### config.mk
export PLATFORM = sky130hd
export DESIGN_NAME = hex_dump_tx
export DESIGN_NICKNAME = d
export VERILOG_FILES = /design/src/logic/eth_dump_pkg.sv /design/src/logic/hex_dump_tx.sv
export VERILOG_INCLUDE_DIRS = /design/src /design/src/include
export SDC_FILE = /design/constraint.sdc
export NUM_CORES = 1
export LEC_CHECK = 0
export BUFFER_PORTS_ARGS = -buffer_cell sky130_fd_sc_hd__buf_2
export CAP_MARGIN = 15
export CORE_MARGIN = 2
export CORE_UTILIZATION = 30
export DETAILED_ROUTE_END_ITERATION = 6
export REMOVE_ABC_BUFFERS = 1
export SETUP_SLACK_MARGIN = 0.05
export SYNTH_ARGS = -nofsm -noshare
export SYNTH_HDL_FRONTEND = slang
export SYNTH_SLANG_ARGS = --single-unit
export TNS_END_PERCENT = 50
### constraint.sdc
create_clock -name mainclk -period 2.6 [get_ports mainclk]
set_clock_uncertainty 0.1 [all_clocks]
set_input_delay 0.52 -clock mainclk [delete_from_list [all_inputs] [get_ports mainclk]]
set_output_delay 0.52 -clock mainclk [all_outputs]
set_load 0.02 [all_outputs]
### src/include/eth_dump_defs.svh
`ifndef ETH_DUMP_DEFS_SVH
`define ETH_DUMP_DEFS_SVH

// mii receive data, one nibble per mainclk
`define ETH_NIBBLE_W 4

// one stored frame word
`define ETH_WORD_W 32

// nibbles packed per stored word
`define ETH_NIBBLES_PER_WORD 8

// frame ram geometry, 512 words of 32 bits
`define ETH_ADDR_W 9
`define ETH_FRAME_DEPTH 512

`endif
### src/logic/eth_dump_pkg.sv
`include "eth_dump_defs.svh"

package eth_dump_pkg;

    // capture sequence, no error or playback states
    typedef enum logic [1:0] {
        cap_idle = 2'd0,
        cap_rec  = 2'd1,
        cap_dump = 2'd2
    } capture_state_t;

    typedef logic [`ETH_NIBBLE_W-1:0] mii_nibble_t;
    typedef logic [`ETH_WORD_W-1:0]   frame_word_t;
    typedef logic [`ETH_ADDR_W-1:0]   frame_addr_t;

    // one extra bit so a full ram (512) is representable
    typedef logic [`ETH_ADDR_W:0]     frame_len_t;

    // mii receive pins, already in the mainclk domain
    typedef struct packed {
        logic        dv;
        mii_nibble_t data;
    } mii_rx_t;

    // ram write port bundle
    typedef struct packed {
        logic        ena;
        frame_addr_t addr;
        frame_word_t data;
    } word_wr_t;

endpackage

### src/logic/hex_dump_tx.sv
`include "eth_dump_defs.svh"

module hex_dump_tx
    import eth_dump_pkg::*;
(
    input  logic           mainclk,
    input  logic           rst,
    input  capture_state_t state,
    input  frame_len_t     frame_len,
    output frame_addr_t    rd_addr,
    input  frame_word_t    rd_data,
    input  logic           tx_ready,
    output logic [7:0]     tx_data,
    output logic           tx_valid,
    output logic           dump_done
);

    frame_len_t  word_cnt;
    logic [2:0]  nib_cnt;
    logic        rd_wait;
    logic        loaded;
    logic        more_words;
    logic        load_word;
    logic        send_char;
    frame_word_t nib_buf;

    // swap the two nibbles of every byte
    // so shifting out from bits 3:0 gives high digit first
    function automatic frame_word_t pair_flip(frame_word_t w);
        frame_word_t r;
        for (int b = 0; b < `ETH_WORD_W / 8; b++) begin
            r[b*8 +: 4]   = w[b*8+4 +: 4];
            r[b*8+4 +: 4] = w[b*8 +: 4];
        end
        return r;
    endfunction

    // nibble to lower-case ascii hex
    function automatic logic [7:0] hex_char(mii_nibble_t n);
        if (n < 4'd10) begin
            return 8'h30 + 8'(n);
        end
        return 8'h57 + 8'(n);
    endfunction

    assign rd_addr    = word_cnt[`ETH_ADDR_W-1:0];
    assign more_words = (state == cap_dump) && (word_cnt != frame_len);
    // rd_wait means the ram has had one edge with this address
    assign load_word  = more_words && !loaded && rd_wait;
    // one strobe per ready, never two cycles back to back
    assign send_char  = loaded && tx_ready && !tx_valid;

    always_ff @(posedge mainclk) begin
        if (rst || state != cap_dump) begin
            word_cnt  <= '0;
            nib_cnt   <= '0;
            rd_wait   <= 1'b0;
            loaded    <= 1'b0;
            tx_valid  <= 1'b0;
            dump_done <= 1'b0;
        end else begin
            tx_valid  <= 1'b0;
            dump_done <= 1'b0;
            if (more_words && !loaded) begin
                rd_wait <= 1'b1;
            end
            if (load_word) begin
                loaded <= 1'b1;
            end
            if (send_char) begin
                tx_valid <= 1'b1;
                nib_cnt  <= nib_cnt + 3'd1;
                // last nibble of this word, move to the next address
                if (nib_cnt == 3'(`ETH_NIBBLES_PER_WORD - 1)) begin
                    loaded   <= 1'b0;
                    rd_wait  <= 1'b0;
                    word_cnt <= word_cnt + 1'b1;
                    if (frame_len_t'(word_cnt + 1'b1) == frame_len) begin
                        dump_done <= 1'b1;
                    end
                end
            end
        end
    end

    // character payload and nibble buffer
    always_ff @(posedge mainclk) begin
        if (load_word) begin
            nib_buf <= pair_flip(rd_data);
        end else if (send_char) begin
            nib_buf <= nib_buf >> `ETH_NIBBLE_W;
        end
        if (send_char) begin
            tx_data <= hex_char(nib_buf[`ETH_NIBBLE_W-1:0]);
        end
    end

endmodule

==> key figures, run 1 <==
Yosys
  – Synth warnings: 0
  – Share of the yosys chip area belonging to registers: 0.517
  – Seq cells post-synth: 56
  – Top cells by area, synth: edfxtp_1, mux2_4, dfxtp_1, xor2_1, nor2_1
  – Gate Count Post-Synth: about 230
  – Top cell type's share of synthesized area: 0.401
  – Primary FF master, synth: edfxtp_1
  – Mean post-synth cell area: 12.5 sq um
  – Number of flops mapped to enable cells by yosys: 39
  – Async SR Flop Fraction: 0
  – Cell accounting for the most synthesized area: edfxtp_1
  – Cell area after synthesis: 2920 sq um
  – Yosys cell types: 40

Worst setup path
  – Setup CP Type: flip-flop to flip-flop
  – Maximum fanout along the worst path: 16
  – Startpoint types: flip-flop
  – CP arrival: 2.14 ns
  – Worst EP required: 2.57 ns
  – Setup crit end kind: flip-flop

Clock tree
  – Clock-pin slew on the worst setup and hold paths: 0.10 ns
  – Max Buffers Root-to-Sink: 2
  – Root Driver: clkbuf_8
  – CTS Hold Bufs: 0
  – CTS tree: done
  – PostCTS Resize Cnt: 0
  – Cts bufs inserted: 5
  – Post-CTS Setup Inserts: 0
  – CTS H-tree lvls: 2
  – Clk_lat worst skew: 0.31 ns
  – # clock sinks: 56

Timing
  – Tcrit/Tclk final: 0.834
  – Slew Viols, Final: 0
  – Fin crit period: between 2 and 2.5 ns
  – Hold Vio Cnt, Final: 0
  – Max Clk Rate: 461 MHz
  – Final setup violation count: 0
  – Worst setup margin: 0.432 ns
  – RSZ-0062 raised after global routing: no

Floorplanning
  – IO Pins: 66
  – Die X: 103 um
  – Die area: between 10000 and 15000 sq um
  – Initial Util: 0.305
  – Cell Rows: 36
  – Die Y: 103 um
  – Core box area: 9590 sq um

GRT
  – Initial antenna violation count: 0
  – Overflow after GRT: 0
  – Vias in the first global route: 1806
  – Largest net degree at the start of global routing: 33
  – Total GRT Usage: 0.0999
  – Wire length of the first global-routing pass: 8290 um

Placed design
  – Post-DP HPWL: around 3800 um
  – I/O Buffers: between 60 and 70
  – RD Place Congestion: around 0.84
  – Pre-CTS WS: 0.221 ns
  – Placed cells: 419

Routing
  – DRT Pass-1 Iters: 4
  – DRC Markers: 0
  – Post-DRT Antenna Nets: 0
  – Drt wl/cell: about 12 um
  – Vias per cell: 4.34
  – Via Count: 1852
  – DRT iter0 DRCs: roughly 110
  – Post-Route WL: just over 5000 um

Cells and area
  – Area occupied by multi-input gates: ~1200 sq um
  – Final cell count without fillers: between 400 and 500
  – Ant. Diodes: 0
  – Register area: 1510 sq um
  – Most common cell after layout, fill and taps aside: buf_2
  – Area Growth Syn to Fin: 16.6%
  – Final #Nets: around 340
  – Commonest non-fill, non-tap cells in the layout: buf_2, edfxtp_1, nor2_1, mux2_4, dfxtp_1
  – Fill cell total of the finished layout: 950
  – Fraction of layout cells with a size suffix above 1: 0.395

Power and ir drop
  – Pwr Total: 1.52 mW
  – Worst ir drop on vdd: 0.195 mV
  – Leak pwr: 1.44 nW
  – PwrDens: 444 nW/um^2

Run
  – Maxcap violations: 0

Min path
  – Worst min path class: flip-flop to flip-flop

Outcome
  – Status: finished, final reports clean
[report_power, final]
part	switching [mW]	internal [mW]	total, mW
clock network	0.297	0.194	0.491
logic	0.0370	0.0427	0.0797
registers	0.000911	0.944	0.945
[per-layer routing]
layer,GRT usage,wire length (um),vias to the layer above
met5,0,0,-
met4,0.0287,39,0
met3,0.0264,310,4
li1,-,-,924
met2,0.168,2620,52
met1,0.127,2160,872
[worst max-delay path, stage by stage (launching register included)]
cell and delay (ns):
dfxtp_1 0.54, xor2_1 0.13, nor4_2 0.28, nand3_2 0.16, nand3_4 0.22, buf_12 0.20, mux2_4 0.30
[metrics by stage]
| stage | hold WS [ns] | area (sq um) | utilization | TNS, ns |
|---|---|---|---|---|
| finish | 0.397 | 3410 | 0.355 | 0 |
| detailed placement | 0.390 | 3320 | 0.346 | 0 |
| global placement | 0.373 | 3320 | 0.346 | 0 |
| CTS | 0.387 | 3410 | 0.355 | 0 |
| floorplan | 0.351 | 2750 | - | -6.62 |
| global route | 0.370 | 3410 | 0.355 | 0 |
[cells in the mapped netlist (4+ instances only)]
library cell  number
mux2_4            24
buf_4             10
nand2_1           10
nor3_1             4
nand3_1            6
xor2_1            16
mux2_2             5
nor2_1            25
xnor2_1            8
o21ai_0            6
ha_1               4
edfxtp_1          39
a21oi_1            7
inv_1             10
dfxtp_1           17
[cells by family after synthesis]
kind of cell,share of synthesized area
simple gates,0.127
flops,0.517
mux,0.153
buf+inv,0.0710
xor+xnor,0.0830
compound gates,0.0300
fa+ha+maj,0.0171
other cells,0.00257
[flip-flops by register name (all words and copies together), names as in the netlist]
signal,flops
nib_buf,32
word_cnt,10
tx_data,7
nib_cnt,3
dump_done,1
loaded,1
rd_wait,1
tx_valid,1
[layout make-up]
cell class                      instances  share of cell area
Multi-Input combinational cell        149               0.353
Clock buffer                            5              0.0202
Timing Repair Buffer                   71               0.117
Clock inverter                          3             0.00661
Sequential cell                        56               0.443
Inverter                               10              0.0110
Tap cell                              133              0.0488
[path summary, 6_finish.rpt]
| path | from | to | slack [ns] | cells past startpoint |
|---|---|---|---|---|
| worst min-delay path | loaded$_SDFF_PP0_ | loaded$_SDFF_PP0_ | 0.40 | 2 |
| worst max-delay path | word_cnt[6]$_SDFFE_PP0P_ | nib_buf[25]$_DFFE_PP_ | 0.43 | 6 |
| worst max register to register | word_cnt[6]$_SDFFE_PP0P_ | nib_buf[25]$_DFFE_PP_ | 0.43 | 6 |
| worst min register to register | loaded$_SDFF_PP0_ | loaded$_SDFF_PP0_ | 0.40 | 2 |
No activity file was read; power rests on OpenSTA's default activity.
==> run 2: changes to the inputs <==
--- a/config.mk
+++ b/config.mk
@@ -6,6 +6,7 @@
 export SDC_FILE = /design/constraint.sdc
 export NUM_CORES = 1
 export LEC_CHECK = 0
+export ABC_AREA = 1
 export BUFFER_PORTS_ARGS = -buffer_cell sky130_fd_sc_hd__buf_2
 export CAP_MARGIN = 15
 export CORE_MARGIN = 2
==> constraint.sdc (replaced) <==
create_clock -name mainclk -period 2.15 [get_ports mainclk]
set_clock_uncertainty 0.1 [all_clocks]
set_input_delay 0.43 -clock mainclk [delete_from_list [all_inputs] [get_ports mainclk]]
set_output_delay 0.43 -clock mainclk [all_outputs]
set_load 0.02 [all_outputs]
==> run 2 against run 1 <==
Synthesized area grew 0.13%. Non-clock buffer count grew 1. Clock-buffer cell count grew 1. First-iteration DRC count grew 7.5%. Total power grew 28%. Register-to-register slack lost 0.04 ns. Synthesized cell count grew 41%. Combinational power grew 46%. Global-route usage grew 1.6 points. Hold slack lost 0.078 ns. Utilization grew 0.18 points. Critical endpoint is now nib_buf[10]$_DFFE_PP_. Largest cell class unchanged.
==> key figures, run 2 <==
Floorplanning
  – Core box area: 9640 sq um (+0.47%)
  – Die Y: 103 um (about the same)
  – Cell Rows: 36 (unchanged)
  – Initial Util: 0.304 (-0.00103)
  – Die area: 10600 sq um (+0.13%)
  – IO Pins: 66 (unchanged)
  – Die X: 103 um (about the same)

Yosys
  – Top cell type's share of synthesized area: 0.400 (-0.000513)
  – Number of flops mapped to enable cells by yosys: 39 (unchanged)
  – Commonest cells post-synth: nand2_1, edfxtp_1, inv_1
  – Async SR Flop Fraction: 0 (unchanged)
  – Gate Count Post-Synth: 331 (+41%)
  – Synth warnings: 0 (unchanged)
  – Share of the yosys chip area belonging to registers: 0.516 (-0.000663)
  – Top cells by area, synth: edfxtp_1, nand2_1, dfxtp_1, nand4_1, inv_1
  – Mean post-synth cell area: 8.85 sq um (-29%)
  – Cell area after synthesis: 2930 sq um (+0.13%)
  – Seq cells post-synth: 56 (unchanged)
  – Primary FF master, synth: edfxtp_1
  – Most common cell in the netlist: nand2_1
  – Yosys cell types: 29 (-28%)
  – Cell accounting for the most synthesized area: edfxtp_1

Worst setup path
  – Worst path slowest cell: dfxtp_1
  – CP peak stage delay: 0.44 ns (-0.10 ns)
  – Startpoint types: flip-flop
  – Maximum fanout along the worst path: 32 (+16)
  – Setup CP Type: flip-flop to flip-flop
  – Reg2reg path depth: 6 (unchanged)
  – CP top delay family: flip-flops
  – Critical path cell sequence: xor2_1 > nor2_1 > nand3_4 > nand3_4 > nand2_1 > buf_12
  – Worst flop-to-flop path startpoint: word_cnt[8]$_SDFFE_PP0P_
  – Crit path buf inv count: 1 (unchanged)
  – Setup crit end kind: flip-flop
  – CP arrival: 1.66 ns (-0.48 ns)
  – Worst EP required: 2.05 ns (-0.52 ns)
  – R2r endpoint: nib_buf[10]$_DFFE_PP_
  – Most frequent CP cell: nand3_4
  – FF-to-FF setup slack: 0.39 ns (-0.04 ns)

Timing
  – RSZ-0062 raised after global routing: no
  – Worst setup margin: 0.390 ns (-0.0419 ns)
  – Final setup violation count: 0 (unchanged)
  – Final Hold Slack: 0.319 ns (-0.0776 ns)
  – TNS Setup: 0 ns (unchanged)
  – Tcrit/Tclk final: 0.819 (-0.0153)
  – Hold Vio Cnt, Final: 0 (unchanged)
  – Slew Viols, Final: 0 (unchanged)
  – Fin crit period: 1.76 ns (-0.408 ns)
  – Max Clk Rate: 568 MHz (+23%)

Placed design
  – Placed cells: 512 (+22%)
  – Pre-CTS WS: 0.310 ns (+0.0893 ns)
  – RD Place Congestion: 0.827 (-1.2%)
  – Post-DP HPWL: 4080 um (+7.0%)
  – Area after DPL: 3340 sq um (+0.53%)
  – I/O Buffers: 64 (unchanged)

Routing
  – Post-DRT Antenna Nets: 0 (unchanged)
  – Drt wl/cell: 11.3 um (-6.0%)
  – Vias per cell: 4.37 (+0.74%)
  – DRT iter0 DRCs: 115 (+7.5%)
  – Via Count: 2272 (+23%)
  – DRC Markers: 0 (unchanged)
  – Post-Route WL: 5870 um (+15%)
  – DRT Pass-1 Iters: 4 (unchanged)

Clock tree
  – Root Driver: clkbuf_8
  – CTS H-tree lvls: 2 (unchanged)
  – CTS Hold Bufs: 0 (unchanged)
  – # clock sinks: 56 (unchanged)
  – Clk_lat worst skew: 0.30 ns (about the same)
  – CTS tree: done
  – PostCTS Resize Cnt: 0 (unchanged)
  – Max Buffers Root-to-Sink: 2 (unchanged)
  – Clock-pin slew on the worst setup and hold paths: 0.10 ns (about the same)
  – Post-CTS Setup Inserts: 0 (unchanged)
  – Cts bufs inserted: 5 (unchanged)

Cells and area
  – Final #Nets: 437 (+27%)
  – Fin area: 3440 sq um (+0.99%)
  – Commonest non-fill, non-tap cells in the layout: nand2_1, buf_2, edfxtp_1, inv_1, nand4_1
  – End-of-flow core utilization: 0.357 (+0.00184)
  – Most common cell after layout, fill and taps aside: nand2_1
  – Ant. Diodes: 0 (unchanged)
  – Fraction of layout cells with a size suffix above 1: 0.230 (-0.165)
  – Area Growth Syn to Fin: 17.6%
  – Largest regs: nib_buf x32, word_cnt x10, tx_data x7
  – Most flops, register: nib_buf
  – Largest register FFs: 32 (unchanged)
  – Final cell count without fillers: 520 (+22%)

GRT
  – Overflow after GRT: 0 (unchanged)
  – Initial antenna violation count: 0 (unchanged)
  – Wire length of the first global-routing pass: 9700 um (+17%)
  – Largest net degree at the start of global routing: 34 (+3.0%)
  – Total GRT Usage: 0.116 (+0.0159)
  – Vias in the first global route: 2118 (+17%)

Power and ir drop
  – PwrDens: 561 nW/um^2 (+26%)
  – Worst ir drop on vdd: 0.323 mV (+65%)
  – Leak pwr: 1.54 nW (+6.8%)
  – Pwr Total: 1.93 mW (+28%)

Min path
  – Min-Delay Startpoint: rd_data[25]
  – Worst min path class: input port to flip-flop
  – Hold worst-path end: nib_buf[29]$_SDFFCE_PP0P_
  – Cell count of the worst hold path: 3 (+1)

Outcome
  – Status: finished, final reports clean

Run
  – Maxcap violations: 0 (unchanged)
-- run 2: cell type report --
type	count	area [sq um]
Fill cell	1032	6200
Sequential cell	56	1510
Multi-Input combinational cell	217	1120
Timing Repair Buffer	72	405
Tap cell	133	166
Inverter	34	128
Clock buffer	6	72.6
Clock inverter	2	35.0
-- run 2: worst max-delay path by stage --
stage	start	to	slack, ns	depth (start not counted)
4_1_cts	word_cnt[8]$_SDFFE_PP0P_	nib_buf[30]$_SDFFCE_PP0P_	0.38	6
5_1_grt	word_cnt[8]$_SDFFE_PP0P_	nib_buf[18]$_DFFE_PP_	0.26	6
3_3_place_gp	frame_len[8]	nib_buf[29]$_SDFFCE_PP0P_	0.33	7
6_report	word_cnt[8]$_SDFFE_PP0P_	nib_buf[10]$_DFFE_PP_	0.39	6
3_5_place_dp	frame_len[5]	nib_buf[12]$_DFFE_PP_	0.31	10
2_1_floorplan	state[0]	nib_buf[0]$_DFFE_PP_	-1.11	5
-- run 2: kinds of logic after synthesis --
kind of cell | count (synthesis) | share of synthesized area
AND/OR/NAND/NOR | 170 | 0.265
buffers and inverters | 58 | 0.100
flip-flops | 56 | 0.516
AO/OA/AOI/OAI | 27 | 0.0496
XOR/XNOR | 13 | 0.0453
adder cells (fa/ha/maj) | 4 | 0.0171
other | 2 | 0.00257
multiplexers | 1 | 0.00342
-- run 2: per-layer routing --
layer	vias up	track usage	routed length, um
li1	1192	-	-
met1	1031	0.156	2820
met2	45	0.191	2740
met3	4	0.0210	244
met4	0	0.0344	63
met5	-	0	0
-- run 2: worst reg2reg max path, stage by stage, from the launching register on --
cell and delay (ns):
dfxtp_1 0.44, xor2_1 0.27, nor2_1 0.12, nand3_4 0.11, nand3_4 0.08, nand2_1 0.11
buf_12 0.22
-- run 2: power by group --
group          internal [mW]  switching, mW  total, mW  leakage [nW]
Combinational         0.0517         0.0641      0.116         0.981
Sequential              1.14       0.000844       1.14         0.509
Clock                  0.345          0.328      0.674        0.0513
==> run 3: changes to the inputs <==
--- a/config.mk
+++ b/config.mk
@@ -6,7 +6,7 @@
 export SDC_FILE = /design/constraint.sdc
 export NUM_CORES = 1
 export LEC_CHECK = 0
-export ABC_AREA = 1
+export ABC_AREA = 0
 export BUFFER_PORTS_ARGS = -buffer_cell sky130_fd_sc_hd__buf_2
 export CAP_MARGIN = 15
 export CORE_MARGIN = 2
==> constraint.sdc (replaced) <==
create_clock -name mainclk -period 1.7 [get_ports mainclk]
set_clock_uncertainty 0.1 [all_clocks]
set_input_delay 0.34 -clock mainclk [delete_from_list [all_inputs] [get_ports mainclk]]
set_output_delay 0.34 -clock mainclk [all_outputs]
set_load 0.02 [all_outputs]
==> run 3 against run 2 <==
The flow now finishes with violations (negative setup slack). Hold slack worse by 0.092 ns. Wire length down 8.3%. Clock-buffer cell count unchanged. Cell area rose by 8.1%. Die area down 0.13%. Critical path type unchanged. Critical endpoint is now nib_buf[21]$_DFFE_PP_.
==> key figures, run 3 (synthesis gave the netlist of run 1 again) <==
Cells and area
  – Ant. Diodes: 0 (unchanged)
  – Most flops, register: nib_buf
  – Largest register FFs: 32 (unchanged)
  – Most common cell after layout, fill and taps aside: buf_2
  – Largest regs: nib_buf x32, word_cnt x10, tx_data x7
  – Commonest non-fill, non-tap cells in the layout: buf_2, edfxtp_1, buf_4, mux2_4, nor2_1
  – End-of-flow core utilization: 0.388 (+0.0308)
  – Area Growth Syn to Fin: 27.3%
  – Final #Nets: 378 (-14%)
  – Final cell count without fillers: 461 (-11%)
  – Fraction of layout cells with a size suffix above 1: 0.479 (+0.249)
  – Fin area: 3720 sq um (+8.1%)

Floorplanning
  – Die X: 103 um (about the same)
  – Die area: 10600 sq um (-0.13%)
  – Initial Util: 0.305 (+0.00103)
  – Die Y: 103 um (about the same)
  – Core box area: 9590 sq um (-0.47%)
  – Cell Rows: 36 (unchanged)
  – IO Pins: 66 (unchanged)

Placed design
  – Area after DPL: 3550 sq um (+6.4%)
  – Pre-CTS WS: -0.464 ns (-0.774 ns)
  – Post-DP HPWL: 4070 um (-0.14%)
  – RD Place Congestion: 0.862 (+4.3%)
  – I/O Buffers: 64 (unchanged)
  – Placed cells: 448 (-13%)

GRT
  – Total GRT Usage: 0.104 (-0.0115)
  – Largest net degree at the start of global routing: 33 (-2.9%)
  – Wire length of the first global-routing pass: 8660 um (-11%)
  – Initial antenna violation count: 0 (unchanged)
  – Overflow after GRT: 0 (unchanged)
  – Vias in the first global route: 1854 (-12%)

Power and ir drop
  – PwrDens: 623 nW/um^2 (+11%)
  – Pwr Total: 2.32 mW (+20%)
  – Leak pwr: 1.62 nW (+5.0%)
  – Worst ir drop on vdd: 0.307 mV (-4.8%)

Timing
  – Slew Viols, Final: 0 (unchanged)
  – Final Hold Slack: 0.227 ns (-0.0920 ns)
  – Fin crit period: 1.99 ns (+0.229 ns)
  – Worst setup margin: -0.288 ns (-0.679 ns)
  – Final setup violation count: 65 (+65)
  – TNS Setup: -15.75 ns (-15.75 ns)
  – Hold Vio Cnt, Final: 0 (unchanged)
  – Max Clk Rate: 503 MHz (-11%)
  – RSZ-0062 raised after global routing: yes
  – Tcrit/Tclk final: 1.17 (+0.351)

Routing
  – Post-Route WL: 5390 um (-8.3%)
  – Post-DRT Antenna Nets: 0 (unchanged)
  – Via Count: 1970 (-13%)
  – DRT Pass-1 Iters: 4 (unchanged)
  – Drt wl/cell: 11.7 um (+3.5%)
  – DRC Markers: 0 (unchanged)
  – Vias per cell: 4.27 (-2.2%)
  – DRT iter0 DRCs: 71 (-38%)

Clock tree
  – Clock-pin slew on the worst setup and hold paths: 0.11 ns (about the same)
  – CTS H-tree lvls: 2 (unchanged)
  – Cts bufs inserted: 5 (unchanged)
  – CTS Hold Bufs: 0 (unchanged)
  – Max Buffers Root-to-Sink: 2 (unchanged)
  – # clock sinks: 56 (unchanged)
  – CTS tree: done
  – Root Driver: clkbuf_8
  – Clk_lat worst skew: 0.30 ns (about the same)

Worst setup path
  – CP arrival: 1.95 ns (+0.29 ns)
  – Startpoint types: flip-flop
  – Setup CP Type: flip-flop to flip-flop
  – Maximum fanout along the worst path: 13 (-59%)
  – Setup crit end kind: flip-flop
  – Worst EP required: 1.66 ns (-0.39 ns)

Outcome
  – Status: complete, but fails checks
  – Failing checks: negative setup slack

Run
  – Maxcap violations: 0 (unchanged)

Min path
  – Worst min path class: input port to flip-flop
-- run 3: changes by cell type in the layout (fill, tap and decap cells not counted), moves of 8 or more --
cell,before,now
nand4_1,29,3
xor2_1,8,16
nand2_1,98,10
mux2_4,0,27
buf_4,6,37
inv_1,34,10
-- run 3: path summary, 6_finish.rpt --
| kind | slack (ns) | end | cells after the start | startpoint |
|---|---|---|---|---|
| hold reg to reg | 0.41 | loaded$_SDFF_PP0_ | 2 | loaded$_SDFF_PP0_ |
| setup / recovery | -0.29 | nib_buf[21]$_DFFE_PP_ | 6 | word_cnt[7]$_SDFFE_PP0P_ |
| hold / removal | 0.23 | nib_buf[27]$_DFFE_PP_ | 2 | rd_data[31] |
| setup reg to reg | -0.29 | nib_buf[21]$_DFFE_PP_ | 6 | word_cnt[7]$_SDFFE_PP0P_ |
-- run 3: repair_timing --
item,CTS,global route
gates resized for setup,13,1
buffers inserted,4,1
pin swaps,7,1
endpoints found under the setup margin,73,75
endpoints found under the hold margin,0,0
-- run 3: power by group --
group | switching, mW | internal, mW | total [mW]
Sequential | 0.00137 | 1.44 | 1.45
Clock | 0.437 | 0.295 | 0.732
Combinational | 0.0613 | 0.0826 | 0.144
-- run 3: per-layer routing --
metal / vias up / global-route usage / routed length (um)
met2: 43 / 0.169 / 2580
met5: - / 0 / 0
met3: 8 / 0.0251 / 250
met1: 927 / 0.137 / 2470
met4: 0 / 0.0349 / 84
li1: 992 / - / -
-- run 3: area by class of cell --
type                       instances  area [sq um]
clock buffer                       6          72.6
clock inverter                     2          16.3
fill                             908          5870
inverter                          10          37.5
multi-input combinational        149          1240
sequential                        56          1520
tap                              133           166
timing repair buffer             105           669
-- run 3: worst max-delay path: stages, from the launching register on --
cell and delay [ns]:
dfxtp_2 0.35, xor2_2 0.18, nor4_2 0.34, nand3_2 0.15
nand3_4 0.15, buf_12 0.17, mux2_4 0.30
